<file path="src/periph_pkg.sv">
/*
 * Peripheral subsystem definitions
 * Address map, register offsets, interrupt source numbering
 */
`default_nettype none

package periph_pkg;

  // 16 KB window, four 4 KB slots
  localparam logic [31:0] PERIPH_BASE = 32'h2000_0000;

  localparam logic [1:0] IDX_GPIO  = 2'd0;
  localparam logic [1:0] IDX_TIMER = 2'd1;
  localparam logic [1:0] IDX_IRQ   = 2'd2;

  // Byte offsets within a slot
  localparam logic [11:0] GPIO_OUT_OFF = 12'h000;
  localparam logic [11:0] GPIO_DIR_OFF = 12'h004;
  localparam logic [11:0] GPIO_IN_OFF  = 12'h008;
  localparam logic [11:0] GPIO_IEN_OFF = 12'h00C;
  localparam logic [11:0] GPIO_IST_OFF = 12'h010;

  localparam logic [11:0] TMR_CTRL_OFF  = 12'h000;
  localparam logic [11:0] TMR_MTIME_OFF = 12'h004;
  localparam logic [11:0] TMR_CMP0_OFF  = 12'h008;
  localparam logic [11:0] TMR_CMP1_OFF  = 12'h00C;

  localparam logic [11:0] IRQ_PEND_OFF  = 12'h000;
  localparam logic [11:0] IRQ_EN_OFF    = 12'h004;
  localparam logic [11:0] IRQ_CLAIM_OFF = 12'h008;

  localparam int NUM_GPIO    = 8;
  localparam int NUM_EXT_IRQ = 5;
  localparam int NUM_SRC     = 16;

  // Source 0 is reserved and reads as zero
  localparam int SRC_GPIO_BASE  = 1;
  localparam int SRC_TIMER_BASE = 9;
  localparam int SRC_EXT_BASE   = 11;
  localparam int SRC_ID_W       = 4;

  typedef union packed {
    logic [31:0] raw;
    struct packed {
      logic [17:0] base;
      logic [1:0]  idx;
      logic [9:0]  off;
      logic [1:0]  byte_sel;
    } f;
  } periph_addr_u;

endpackage

`default_nettype wire

</file>
<file path="src/obi_slave_port.sv">
/*
 * OBI slave port
 * Always grants, one access stage followed by one response stage
 */
`timescale 1ns/1ps
`default_nettype none

module obi_slave_port (
  input  logic        clk_i,
  input  logic        rst_i,
  input  logic        req_i,
  input  logic [31:0] addr_i,
  input  logic        we_i,
  input  logic [3:0]  be_i,
  input  logic [31:0] wdata_i,
  input  logic [31:0] acc_rdata_i,
  output logic        gnt_o,
  output logic        rvalid_o,
  output logic [31:0] rdata_o,
  output logic        acc_valid_o,
  output logic [31:0] acc_addr_o,
  output logic        acc_we_o,
  output logic [3:0]  acc_be_o,
  output logic [31:0] acc_wdata_o
);

  // No back-pressure on the register side
  assign gnt_o = req_i;

  always_ff @(posedge clk_i) begin
    if (rst_i) begin
      acc_valid_o <= 1'b0;
      rvalid_o    <= 1'b0;
    end else begin
      acc_valid_o <= req_i;
      rvalid_o    <= acc_valid_o;
    end
  end

  always_ff @(posedge clk_i) begin
    if (req_i) begin
      acc_addr_o  <= addr_i;
      acc_we_o    <= we_i;
      acc_be_o    <= be_i;
      acc_wdata_o <= wdata_i;
    end
  end

  // Writes answer with zero data
  always_ff @(posedge clk_i) begin
    if (acc_valid_o) begin
      rdata_o <= acc_we_o ? 32'd0 : acc_rdata_i;
    end
  end

  rvalid_follows_access: assert property (
    @(posedge clk_i) disable iff (rst_i)
    rvalid_o |-> $past(acc_valid_o)
  ) else $error("rvalid without a preceding access");

endmodule

`default_nettype wire

</file>
<file path="src/reg_demux.sv">
/*
 * Register address decoder
 * Steers the access stage to one block and returns its read word
 */
`timescale 1ns/1ps
`default_nettype none

module reg_demux
  import periph_pkg::*;
(
  input  logic        acc_valid_i,
  input  logic [31:0] acc_addr_i,
  input  logic        acc_we_i,
  input  logic [3:0]  acc_be_i,
  input  logic [31:0] acc_wdata_i,
  input  logic [31:0] gpio_rdata_i,
  input  logic [31:0] tmr_rdata_i,
  input  logic [31:0] irq_rdata_i,
  output logic [31:0] acc_rdata_o,
  output logic [9:0]  reg_off_o,
  output logic [3:0]  reg_be_o,
  output logic [31:0] reg_wdata_o,
  output logic        gpio_wr_o,
  output logic        gpio_rd_o,
  output logic        tmr_wr_o,
  output logic        tmr_rd_o,
  output logic        irq_wr_o,
  output logic        irq_rd_o
);

  periph_addr_u addr;
  logic         in_window;
  logic         hit_gpio;
  logic         hit_tmr;
  logic         hit_irq;

  assign addr      = acc_addr_i;
  assign in_window = acc_valid_i && (addr.raw[31:14] == PERIPH_BASE[31:14]);

  // Slot 3 is unmapped
  assign hit_gpio = in_window && (addr.f.idx == IDX_GPIO);
  assign hit_tmr  = in_window && (addr.f.idx == IDX_TIMER);
  assign hit_irq  = in_window && (addr.f.idx == IDX_IRQ);

  assign gpio_wr_o = hit_gpio && acc_we_i;
  assign gpio_rd_o = hit_gpio && !acc_we_i;
  assign tmr_wr_o  = hit_tmr && acc_we_i;
  assign tmr_rd_o  = hit_tmr && !acc_we_i;
  assign irq_wr_o  = hit_irq && acc_we_i;
  assign irq_rd_o  = hit_irq && !acc_we_i;

  assign reg_off_o   = addr.f.off;
  assign reg_be_o    = acc_be_i;
  assign reg_wdata_o = acc_wdata_i;

  always_comb begin
    acc_rdata_o = 32'd0;
    if (gpio_rd_o) acc_rdata_o = gpio_rdata_i;
    if (tmr_rd_o)  acc_rdata_o = tmr_rdata_i;
    if (irq_rd_o)  acc_rdata_o = irq_rdata_i;
  end

  always_comb begin
    strobe_onehot: assert ($onehot0({gpio_wr_o, gpio_rd_o, tmr_wr_o,
                                     tmr_rd_o, irq_wr_o, irq_rd_o}))
      else $error("more than one register strobe active");
  end

endmodule

`default_nettype wire

</file>
<file path="src/gpio_block.sv">
/*
 * GPIO block
 * Output, direction, synchronized input and rising-edge interrupt status
 */
`timescale 1ns/1ps
`default_nettype none

module gpio_block
  import periph_pkg::*;
(
  input  logic                clk_i,
  input  logic                rst_i,
  input  logic                wr_i,
  input  logic                rd_i,
  input  logic [9:0]          off_i,
  input  logic [3:0]          be_i,
  input  logic [31:0]         wdata_i,
  input  logic [NUM_GPIO-1:0] gpio_i,
  output logic [31:0]         rdata_o,
  output logic [NUM_GPIO-1:0] gpio_o,
  output logic [NUM_GPIO-1:0] gpio_oe_o,
  output logic [NUM_GPIO-1:0] irq_o
);

  logic [NUM_GPIO-1:0] out_q;
  logic [NUM_GPIO-1:0] dir_q;
  logic [NUM_GPIO-1:0] ien_q;
  logic [NUM_GPIO-1:0] ist_q;
  logic [NUM_GPIO-1:0] sync1_q;
  logic [NUM_GPIO-1:0] sync2_q;
  logic [NUM_GPIO-1:0] prev_q;
  logic [NUM_GPIO-1:0] rise;
  logic [NUM_GPIO-1:0] ist_clr;
  logic                lane0_wr;

  assign lane0_wr = wr_i && be_i[0];
  assign rise     = sync2_q & ~prev_q & ien_q;
  assign ist_clr  = (lane0_wr && off_i == GPIO_IST_OFF[11:2]) ?
                    wdata_i[NUM_GPIO-1:0] : '0;

  always_ff @(posedge clk_i) begin
    if (rst_i) begin
      out_q   <= '0;
      dir_q   <= '0;
      ien_q   <= '0;
      ist_q   <= '0;
      sync1_q <= '0;
      sync2_q <= '0;
      prev_q  <= '0;
    end else begin
      sync1_q <= gpio_i;
      sync2_q <= sync1_q;
      prev_q  <= sync2_q;
      // A new edge wins over a clear in the same cycle
      ist_q   <= (ist_q & ~ist_clr) | rise;
      if (lane0_wr && off_i == GPIO_OUT_OFF[11:2]) out_q <= wdata_i[NUM_GPIO-1:0];
      if (lane0_wr && off_i == GPIO_DIR_OFF[11:2]) dir_q <= wdata_i[NUM_GPIO-1:0];
      if (lane0_wr && off_i == GPIO_IEN_OFF[11:2]) ien_q <= wdata_i[NUM_GPIO-1:0];
    end
  end

  always_comb begin
    rdata_o = 32'd0;
    case (off_i)
      GPIO_OUT_OFF[11:2]: rdata_o = {{(32-NUM_GPIO){1'b0}}, out_q};
      GPIO_DIR_OFF[11:2]: rdata_o = {{(32-NUM_GPIO){1'b0}}, dir_q};
      GPIO_IN_OFF[11:2]:  rdata_o = {{(32-NUM_GPIO){1'b0}}, sync2_q};
      GPIO_IEN_OFF[11:2]: rdata_o = {{(32-NUM_GPIO){1'b0}}, ien_q};
      GPIO_IST_OFF[11:2]: rdata_o = {{(32-NUM_GPIO){1'b0}}, ist_q};
      default:            rdata_o = 32'd0;
    endcase
  end

  assign gpio_o    = out_q;
  assign gpio_oe_o = dir_q;
  assign irq_o     = ist_q & ien_q;

  no_read_write_overlap: assert property (
    @(posedge clk_i) disable iff (rst_i) !(wr_i && rd_i)
  ) else $error("GPIO read and write strobes together");

endmodule

`default_nettype wire

</file>
<file path="src/mtimer.sv">
/*
 * Machine timer
 * Prescaled 32-bit counter compared against two channels
 */
`timescale 1ns/1ps
`default_nettype none

module mtimer
  import periph_pkg::*;
(
  input  logic        clk_i,
  input  logic        rst_i,
  input  logic        wr_i,
  input  logic [9:0]  off_i,
  input  logic [3:0]  be_i,
  input  logic [31:0] wdata_i,
  output logic [31:0] rdata_o,
  output logic [1:0]  irq_o
);

  logic             en_q;
  logic [7:0]       presc_q;
  logic [7:0]       presc_cnt_q;
  logic [31:0]      mtime_q;
  logic [1:0][31:0] cmp_q;

  function automatic logic [31:0] be_merge(input logic [31:0] old_v,
                                           input logic [31:0] new_v,
                                           input logic [3:0]  be);
    logic [31:0] res;
    res = old_v;
    for (int b = 0; b < 4; b++) begin
      if (be[b]) res[8*b +: 8] = new_v[8*b +: 8];
    end
    return res;
  endfunction

  always_ff @(posedge clk_i) begin
    if (rst_i) begin
      en_q        <= 1'b0;
      presc_q     <= '0;
      presc_cnt_q <= '0;
      mtime_q     <= '0;
      cmp_q       <= '0;
    end else begin
      // Tick once every presc_q + 1 cycles
      if (en_q) begin
        if (presc_cnt_q == presc_q) begin
          presc_cnt_q <= '0;
          mtime_q     <= mtime_q + 32'd1;
        end else begin
          presc_cnt_q <= presc_cnt_q + 8'd1;
        end
      end else begin
        presc_cnt_q <= '0;
      end
      // Bus write overrides the increment
      if (wr_i) begin
        case (off_i)
          TMR_CTRL_OFF[11:2]: begin
            if (be_i[0]) en_q <= wdata_i[0];
            if (be_i[1]) presc_q <= wdata_i[15:8];
          end
          TMR_MTIME_OFF[11:2]: mtime_q <= be_merge(mtime_q, wdata_i, be_i);
          TMR_CMP0_OFF[11:2]:  cmp_q[0] <= be_merge(cmp_q[0], wdata_i, be_i);
          TMR_CMP1_OFF[11:2]:  cmp_q[1] <= be_merge(cmp_q[1], wdata_i, be_i);
          default: ;
        endcase
      end
    end
  end

  always_comb begin
    case (off_i)
      TMR_CTRL_OFF[11:2]:  rdata_o = {16'd0, presc_q, 7'd0, en_q};
      TMR_MTIME_OFF[11:2]: rdata_o = mtime_q;
      TMR_CMP0_OFF[11:2]:  rdata_o = cmp_q[0];
      TMR_CMP1_OFF[11:2]:  rdata_o = cmp_q[1];
      default:             rdata_o = 32'd0;
    endcase
  end

  assign irq_o[0] = (mtime_q >= cmp_q[0]);
  assign irq_o[1] = (mtime_q >= cmp_q[1]);

endmodule

`default_nettype wire

</file>
<file path="src/irq_ctrl.sv">
/*
 * Interrupt controller
 * Latches sources into pending, claim returns lowest enabled ID
 */
`timescale 1ns/1ps
`default_nettype none

module irq_ctrl
  import periph_pkg::*;
(
  input  logic                   clk_i,
  input  logic                   rst_i,
  input  logic                   wr_i,
  input  logic                   rd_i,
  input  logic [9:0]             off_i,
  input  logic [3:0]             be_i,
  input  logic [31:0]            wdata_i,
  input  logic [NUM_GPIO-1:0]    gpio_irq_i,
  input  logic [1:0]             tmr_irq_i,
  input  logic [NUM_EXT_IRQ-1:0] ext_irq_i,
  output logic [31:0]            rdata_o,
  output logic                   irq_o
);

  logic [NUM_SRC-1:0]  src;
  logic [NUM_SRC-1:0]  pend_q;
  logic [NUM_SRC-1:0]  en_q;
  logic [NUM_SRC-1:0]  active;
  logic [NUM_SRC-1:0]  clr_mask;
  logic [SRC_ID_W-1:0] claim_id;
  logic                claim_rd;

  always_comb begin
    src                               = '0;
    src[SRC_GPIO_BASE +: NUM_GPIO]    = gpio_irq_i;
    src[SRC_TIMER_BASE +: 2]          = tmr_irq_i;
    src[SRC_EXT_BASE +: NUM_EXT_IRQ]  = ext_irq_i;
  end

  assign active = pend_q & en_q;
  assign irq_o  = |active;

  // Lowest ID wins, ID 0 means nothing to claim
  always_comb begin
    claim_id = '0;
    for (int i = NUM_SRC - 1; i > 0; i--) begin
      if (active[i]) claim_id = SRC_ID_W'(i);
    end
  end

  assign claim_rd = rd_i && (off_i == IRQ_CLAIM_OFF[11:2]);

  always_comb begin
    clr_mask = '0;
    if (claim_rd) clr_mask[claim_id] = 1'b1;
  end

  always_ff @(posedge clk_i) begin
    if (rst_i) begin
      pend_q <= '0;
      en_q   <= '0;
    end else begin
      pend_q <= (pend_q | src) & ~clr_mask;
      if (wr_i && off_i == IRQ_EN_OFF[11:2]) begin
        if (be_i[0]) en_q[7:0] <= wdata_i[7:0];
        if (be_i[1]) en_q[15:8] <= wdata_i[15:8];
      end
    end
  end

  always_comb begin
    case (off_i)
      IRQ_PEND_OFF[11:2]:  rdata_o = {{(32-NUM_SRC){1'b0}}, pend_q};
      IRQ_EN_OFF[11:2]:    rdata_o = {{(32-NUM_SRC){1'b0}}, en_q};
      IRQ_CLAIM_OFF[11:2]: rdata_o = {{(32-SRC_ID_W){1'b0}}, claim_id};
      default:             rdata_o = 32'd0;
    endcase
  end

  claim_needs_irq: assert property (
    @(posedge clk_i) disable iff (rst_i)
    (claim_rd && claim_id != '0) |-> irq_o
  ) else $error("nonzero claim while irq line is low");

endmodule

`default_nettype wire

</file>
<file path="src/periph_subsystem.sv">
/*
 * Peripheral subsystem top
 * OBI port, decoder, GPIO, timer and interrupt controller
 */
`timescale 1ns/1ps
`default_nettype none

module periph_subsystem
  import periph_pkg::*;
(
  input  logic                   clk_i,
  input  logic                   rst_i,
  input  logic                   req_i,
  input  logic [31:0]            addr_i,
  input  logic                   we_i,
  input  logic [3:0]             be_i,
  input  logic [31:0]            wdata_i,
  output logic                   gnt_o,
  output logic                   rvalid_o,
  output logic [31:0]            rdata_o,
  input  logic [NUM_GPIO-1:0]    gpio_i,
  output logic [NUM_GPIO-1:0]    gpio_o,
  output logic [NUM_GPIO-1:0]    gpio_oe_o,
  input  logic [NUM_EXT_IRQ-1:0] irq_ext_i,
  output logic [1:0]             tmr_irq_o,
  output logic                   irq_o
);

  logic                acc_valid;
  logic [31:0]         acc_addr;
  logic                acc_we;
  logic [3:0]          acc_be;
  logic [31:0]         acc_wdata;
  logic [31:0]         acc_rdata;
  logic [9:0]          reg_off;
  logic [3:0]          reg_be;
  logic [31:0]         reg_wdata;
  logic                gpio_wr;
  logic                gpio_rd;
  logic                tmr_wr;
  logic                irq_wr;
  logic                irq_rd;
  logic [31:0]         gpio_rdata;
  logic [31:0]         tmr_rdata;
  logic [31:0]         irq_rdata;
  logic [NUM_GPIO-1:0] gpio_irq;
  logic [1:0]          tmr_irq;

  obi_slave_port u_port (
    .clk_i, .rst_i, .req_i, .addr_i, .we_i, .be_i, .wdata_i,
    .acc_rdata_i(acc_rdata), .gnt_o, .rvalid_o, .rdata_o,
    .acc_valid_o(acc_valid), .acc_addr_o(acc_addr), .acc_we_o(acc_we),
    .acc_be_o(acc_be), .acc_wdata_o(acc_wdata)
  );

  reg_demux u_demux (
    .acc_valid_i(acc_valid), .acc_addr_i(acc_addr), .acc_we_i(acc_we),
    .acc_be_i(acc_be), .acc_wdata_i(acc_wdata), .gpio_rdata_i(gpio_rdata),
    .tmr_rdata_i(tmr_rdata), .irq_rdata_i(irq_rdata), .acc_rdata_o(acc_rdata),
    .reg_off_o(reg_off), .reg_be_o(reg_be), .reg_wdata_o(reg_wdata),
    .gpio_wr_o(gpio_wr), .gpio_rd_o(gpio_rd), .tmr_wr_o(tmr_wr),
    .tmr_rd_o(), .irq_wr_o(irq_wr), .irq_rd_o(irq_rd)
  );

  gpio_block u_gpio (
    .clk_i, .rst_i, .wr_i(gpio_wr), .rd_i(gpio_rd), .off_i(reg_off),
    .be_i(reg_be), .wdata_i(reg_wdata), .gpio_i, .rdata_o(gpio_rdata),
    .gpio_o, .gpio_oe_o, .irq_o(gpio_irq)
  );

  // Timer has no read side effects, so no read strobe
  mtimer u_timer (
    .clk_i, .rst_i, .wr_i(tmr_wr), .off_i(reg_off), .be_i(reg_be),
    .wdata_i(reg_wdata), .rdata_o(tmr_rdata), .irq_o(tmr_irq)
  );

  irq_ctrl u_irq (
    .clk_i, .rst_i, .wr_i(irq_wr), .rd_i(irq_rd), .off_i(reg_off),
    .be_i(reg_be), .wdata_i(reg_wdata), .gpio_irq_i(gpio_irq),
    .tmr_irq_i(tmr_irq), .ext_irq_i(irq_ext_i), .rdata_o(irq_rdata), .irq_o
  );

  assign tmr_irq_o = tmr_irq;

endmodule

`default_nettype wire

</file>
<file path="config.mk">
export PLATFORM = sky130hd
export DESIGN_NAME = periph_subsystem
export DESIGN_NICKNAME = d
export VERILOG_FILES = /design/src/periph_pkg.sv /design/src/obi_slave_port.sv /design/src/reg_demux.sv /design/src/gpio_block.sv /design/src/mtimer.sv /design/src/irq_ctrl.sv /design/src/periph_subsystem.sv
export SDC_FILE = /design/constraint.sdc
export NUM_CORES = 1
export LEC_CHECK = 0
export BUFFER_PORTS_ARGS = -buffer_cell sky130_fd_sc_hd__buf_2
export CORE_MARGIN = 8
export CORE_UTILIZATION = 35
export CTS_CLUSTER_SIZE = 40
export DETAILED_ROUTE_END_ITERATION = 8
export MAX_ROUTING_LAYER = met4
export PLACE_DENSITY = 0.49
export SLEW_MARGIN = 10
export SYNTH_ARGS = -nofsm -noshare
export SYNTH_HDL_FRONTEND = slang
export SYNTH_SLANG_ARGS = --single-unit
</file>
<file path="constraint.sdc">
create_clock -name clk_i -period 8.64 [get_ports clk_i]
set_input_delay 0.864 -clock clk_i [delete_from_list [all_inputs] [get_ports clk_i]]
set_output_delay 0.864 -clock clk_i [all_outputs]
set_load 0.05 [all_outputs]
</file>
==> metrics.md <==
| Metric | Value |
|---|---|
| Root Buffer | clkbuf_16 |
| Final Wtd Congestion | 0.885 |
| Ports | 138 |
| Post-placement setup slack | 4740 ps |
| Sequential area share after synthesis | 48.7% |
| # resized after CTS | 0 |
| Global-route wire length before repair | 70200 um |
| Final setup vio count | 0 |
| Fin Clk Skew | 26.6 ps |
| Fin Setup TNS | 0 ps |
| Largest net degree at the start of global routing | 70 |
| Worst setup EP type | primary output |
| Syn_nets | 1687 |
| Worst Reg-to-Reg Cells | 5 |
| Worst slew pin tran | 1040 ps |
| Asr flop ratio synth | 0% |
| Status | finished clean |
| Synthesis-to-layout area growth | 16.4% |
| Hold-fix buffers at CTS | 0 |
| TritonCTS clock tree | done |
| Critical Path AT | 3520 ps |
| Residual DRC count | 0 |
| Hold crit path type | flop to flop |
| Crit start category | flop |
| Via count | 12000 |
| Clock buffer depth | 3 |
| Initial core utilization | 35.4% |
| Final nets | 1792 |
| Vias in the first global route | 11700 |
| Commonest non-fill, non-tap cells in the layout | dfxtp_1, nand2_1, a21oi_1 |
| Post-CTS setup buffer count | 0 |
| Yosys warnings | 0 |
| Syn Inst Count | 1536 |
| Predominant post-synthesis flop cell | dfxtp_1 |
| Initial antenna violation count | 3 |
| Die area | 48100 um^2 |
| P_leak | 6.13 nW |
| Main combinational cell family by area after synthesis | simple AND/OR/NAND/NOR gates |
| # port buffers | 135 |
| Multiplexer area fraction after synthesis | 4.59% |
| Post-DP HPWL | 32800 um |
| Post-synthesis cell type count | 79 |
| Synthesized area | 14500 um^2 |
| Min Tclk post-route | 4390 ps |
| Worst R2R Setup Slack | 5110 ps |
| Die height | 219 um |
| Max Cap Violations | 0 |
| Drt first pass iters | 7 |
| Via density | 5.43 |
| Final std cells w/o fill | 2204 |
| Max Clk Rate | 228 MHz |
| Gr usage total | 19.3% |
| Final setup margin | 4250 ps |
| Skew-Pair Late Insertion Delay | 560 ps |
| CP Data Required Time | 7780 ps |
| Post-Synth Adder-Cell Area | 5.71% |
| Synth Area in Compound Gates | 16.6% |
| Hold Path Stages | 1 |
| CP max FO | 7 |
| Fillers | 4067 |
| Worst VDD drop | 148 uV |
| Die X | 219 um |
| Tot Pwr | 3.30 mW |
| Most common cell after layout, fill and taps aside | dfxtp_1 |
| Post-synthesis xor/xnor area fraction | 0.848% |
| CTS Sinks | 302 |
| Fin crit share | 50.8% |
| Initial DRC count | 824 |
| Per-cell routed wire length | 20.7 um |
| WHS Endpoint | u_gpio.sync2_q[3]$_SDFF_PP0_ |
| DRT Wirelength | 45500 um |
| Row count | 74 |
| RSZ-0062 raised after global routing | no |
| Num CTS Buffers | 37 |
| Share of layout cells above drive strength 1 | 14.1% |
| Final hold vios | 0 |
| Antenna Violating Nets Remaining | 0 |
| Reg-to-Reg End | u_port.rdata_o[0]$_SDFFCE_PP0P_ |
| Fin Hold WS | 427 ps |
| Syn_area_per_cell | 9.41 um^2 |
| Slew Limit Fails | 0 |
| Pwr dens | 196 nW/um^2 |
| Yosys reg bits | 302 |
| Core ar. | 40800 um^2 |
| Hold Path Origin | u_gpio.sync1_q[3]$_SDFF_PP0_ |
| Gr ovfl total | 0 |
| H-tree level count | 2 |
| CTS clock-pin slew for the worst setup and hold paths | 60 ps |
| Kind of critical path | flop to primary output |
| Post-synth EDFFs | 99 |
| Placed cells | 2134 |
| Synth Area in Simple Gates | 19.0% |
| Max transition margin | 30.3% |
| Worst r2r src | u_port.acc_valid_o$_SDFF_PP0_ |
## per-layer routing
metal	track usage, %	routed length, um
met1	26.6	21600
met2	29.3	20700
met3	2.77	2300
met4	5.40	929
met5	-	0
## through the flow
stage | area [um^2] | util [%]
final | 16800 | 41.2
after global routing | 16800 | 41.2
after CTS | 16800 | 41.2
after detailed placement | 15600 | 38.1
after global placement | 15600 | 38.1
after floorplan | 14500 | -
## synth_stat cells (8+ instances only)
| cell type | instances | share of area [%] |
|---|---|---|
| nor3_1 | 16 | 0.55 |
| xnor2_1 | 11 | 0.67 |
| o22ai_1 | 21 | 0.91 |
| o21a_1 | 9 | 0.47 |
| clkbuf_1 | 56 | 1.5 |
| a211oi_1 | 33 | 1.7 |
| dfxtp_1 | 203 | 28 |
| nor4_1 | 18 | 0.78 |
| nand4_1 | 20 | 0.87 |
| mux2i_1 | 64 | 4.4 |
| and2_1 | 12 | 0.52 |
| buf_2 | 18 | 0.62 |
| and3_1 | 20 | 0.87 |
| o21ai_0 | 48 | 1.7 |
| nand2_1 | 201 | 5.2 |
| nor2_1 | 121 | 3.1 |
| a22oi_1 | 23 | 1.2 |
| a21oi_1 | 138 | 4.8 |
| a221oi_1 | 8 | 0.48 |
| nand3_1 | 65 | 2.2 |
| nor2b_1 | 35 | 1.5 |
| ha_1 | 66 | 5.7 |
| inv_1 | 81 | 2.1 |
| a31oi_1 | 9 | 0.39 |
| a32oi_1 | 8 | 0.48 |
| edfxtp_1 | 99 | 21 |
| or3_1 | 8 | 0.35 |
## flip-flops by register name, summed over array words and instances, names as in the netlist
signal / flops
u_gpio.ist_q: 8
u_gpio.gpio_o: 8
u_timer.en_q: 1
u_gpio.sync2_q: 8
u_gpio.gpio_oe_o: 8
u_port.acc_valid_o: 1
u_timer.cmp_q: 64
u_irq.en_q: 16
u_port.rvalid_o: 1
u_gpio.prev_q: 8
u_gpio.sync1_q: 8
u_irq.pend_q: 16
u_port.acc_wdata_o: 32
u_port.acc_addr_o: 30
u_timer.presc_q: 8
u_timer.presc_cnt_q: 8
u_port.acc_be_o: 4
u_port.acc_we_o: 1
u_port.rdata_o: 32
u_gpio.ien_q: 8
u_timer.mtime_q: 32
## cells by family after synthesis
group	Yosys count
AO/OA/AOI/OAI	365
adder cells (fa/ha/maj)	66
buffers and inverters	162
XOR/XNOR	14
flip-flops	302
AND/OR/NAND/NOR	562
multiplexers	65
## report_power, final
part           switching [mW]  internal [mW]
sequential             0.0511           1.51
clock                   0.631          0.996
combinational          0.0784         0.0360
## worst max path at each step
stage / startpoint / end / slack, ps
floorplan: u_timer.mtime_q[11]$_SDFFE_PP0P_ / tmr_irq_o[1] / 5660
detailed placement: u_timer.mtime_q[0]$_SDFFE_PP0P_ / tmr_irq_o[0] / 4740
CTS: u_timer.mtime_q[0]$_SDFFE_PP0P_ / tmr_irq_o[0] / 4100
global route: u_timer.mtime_q[0]$_SDFFE_PP0P_ / tmr_irq_o[0] / 4110
global placement: u_timer.mtime_q[0]$_SDFFE_PP0P_ / tmr_irq_o[0] / 4720
finish: u_timer.mtime_q[0]$_SDFFE_PP0P_ / tmr_irq_o[0] / 4250
## area by class of cell
type,instances,area (um^2),area share [%]
antenna,2,5.00,0.0297
clock buffer,51,998,5.93
clock inverter,17,269,1.60
inverter,82,308,1.83
multi-input combinational,1072,6780,40.3
sequential,302,7040,41.8
tap,532,666,3.96
timing repair buffer,146,763,4.54
## worst max-delay path: stages (launching register included)
cell and delay [ps]:
dfxtp_1 490, inv_1 100, ha_1 270, nand2b_1 140
a2111oi_0 430, nor4_1 170, o311ai_0 620, o211ai_1 420
buf_2 330
Power figures use the tool's default switching activity.
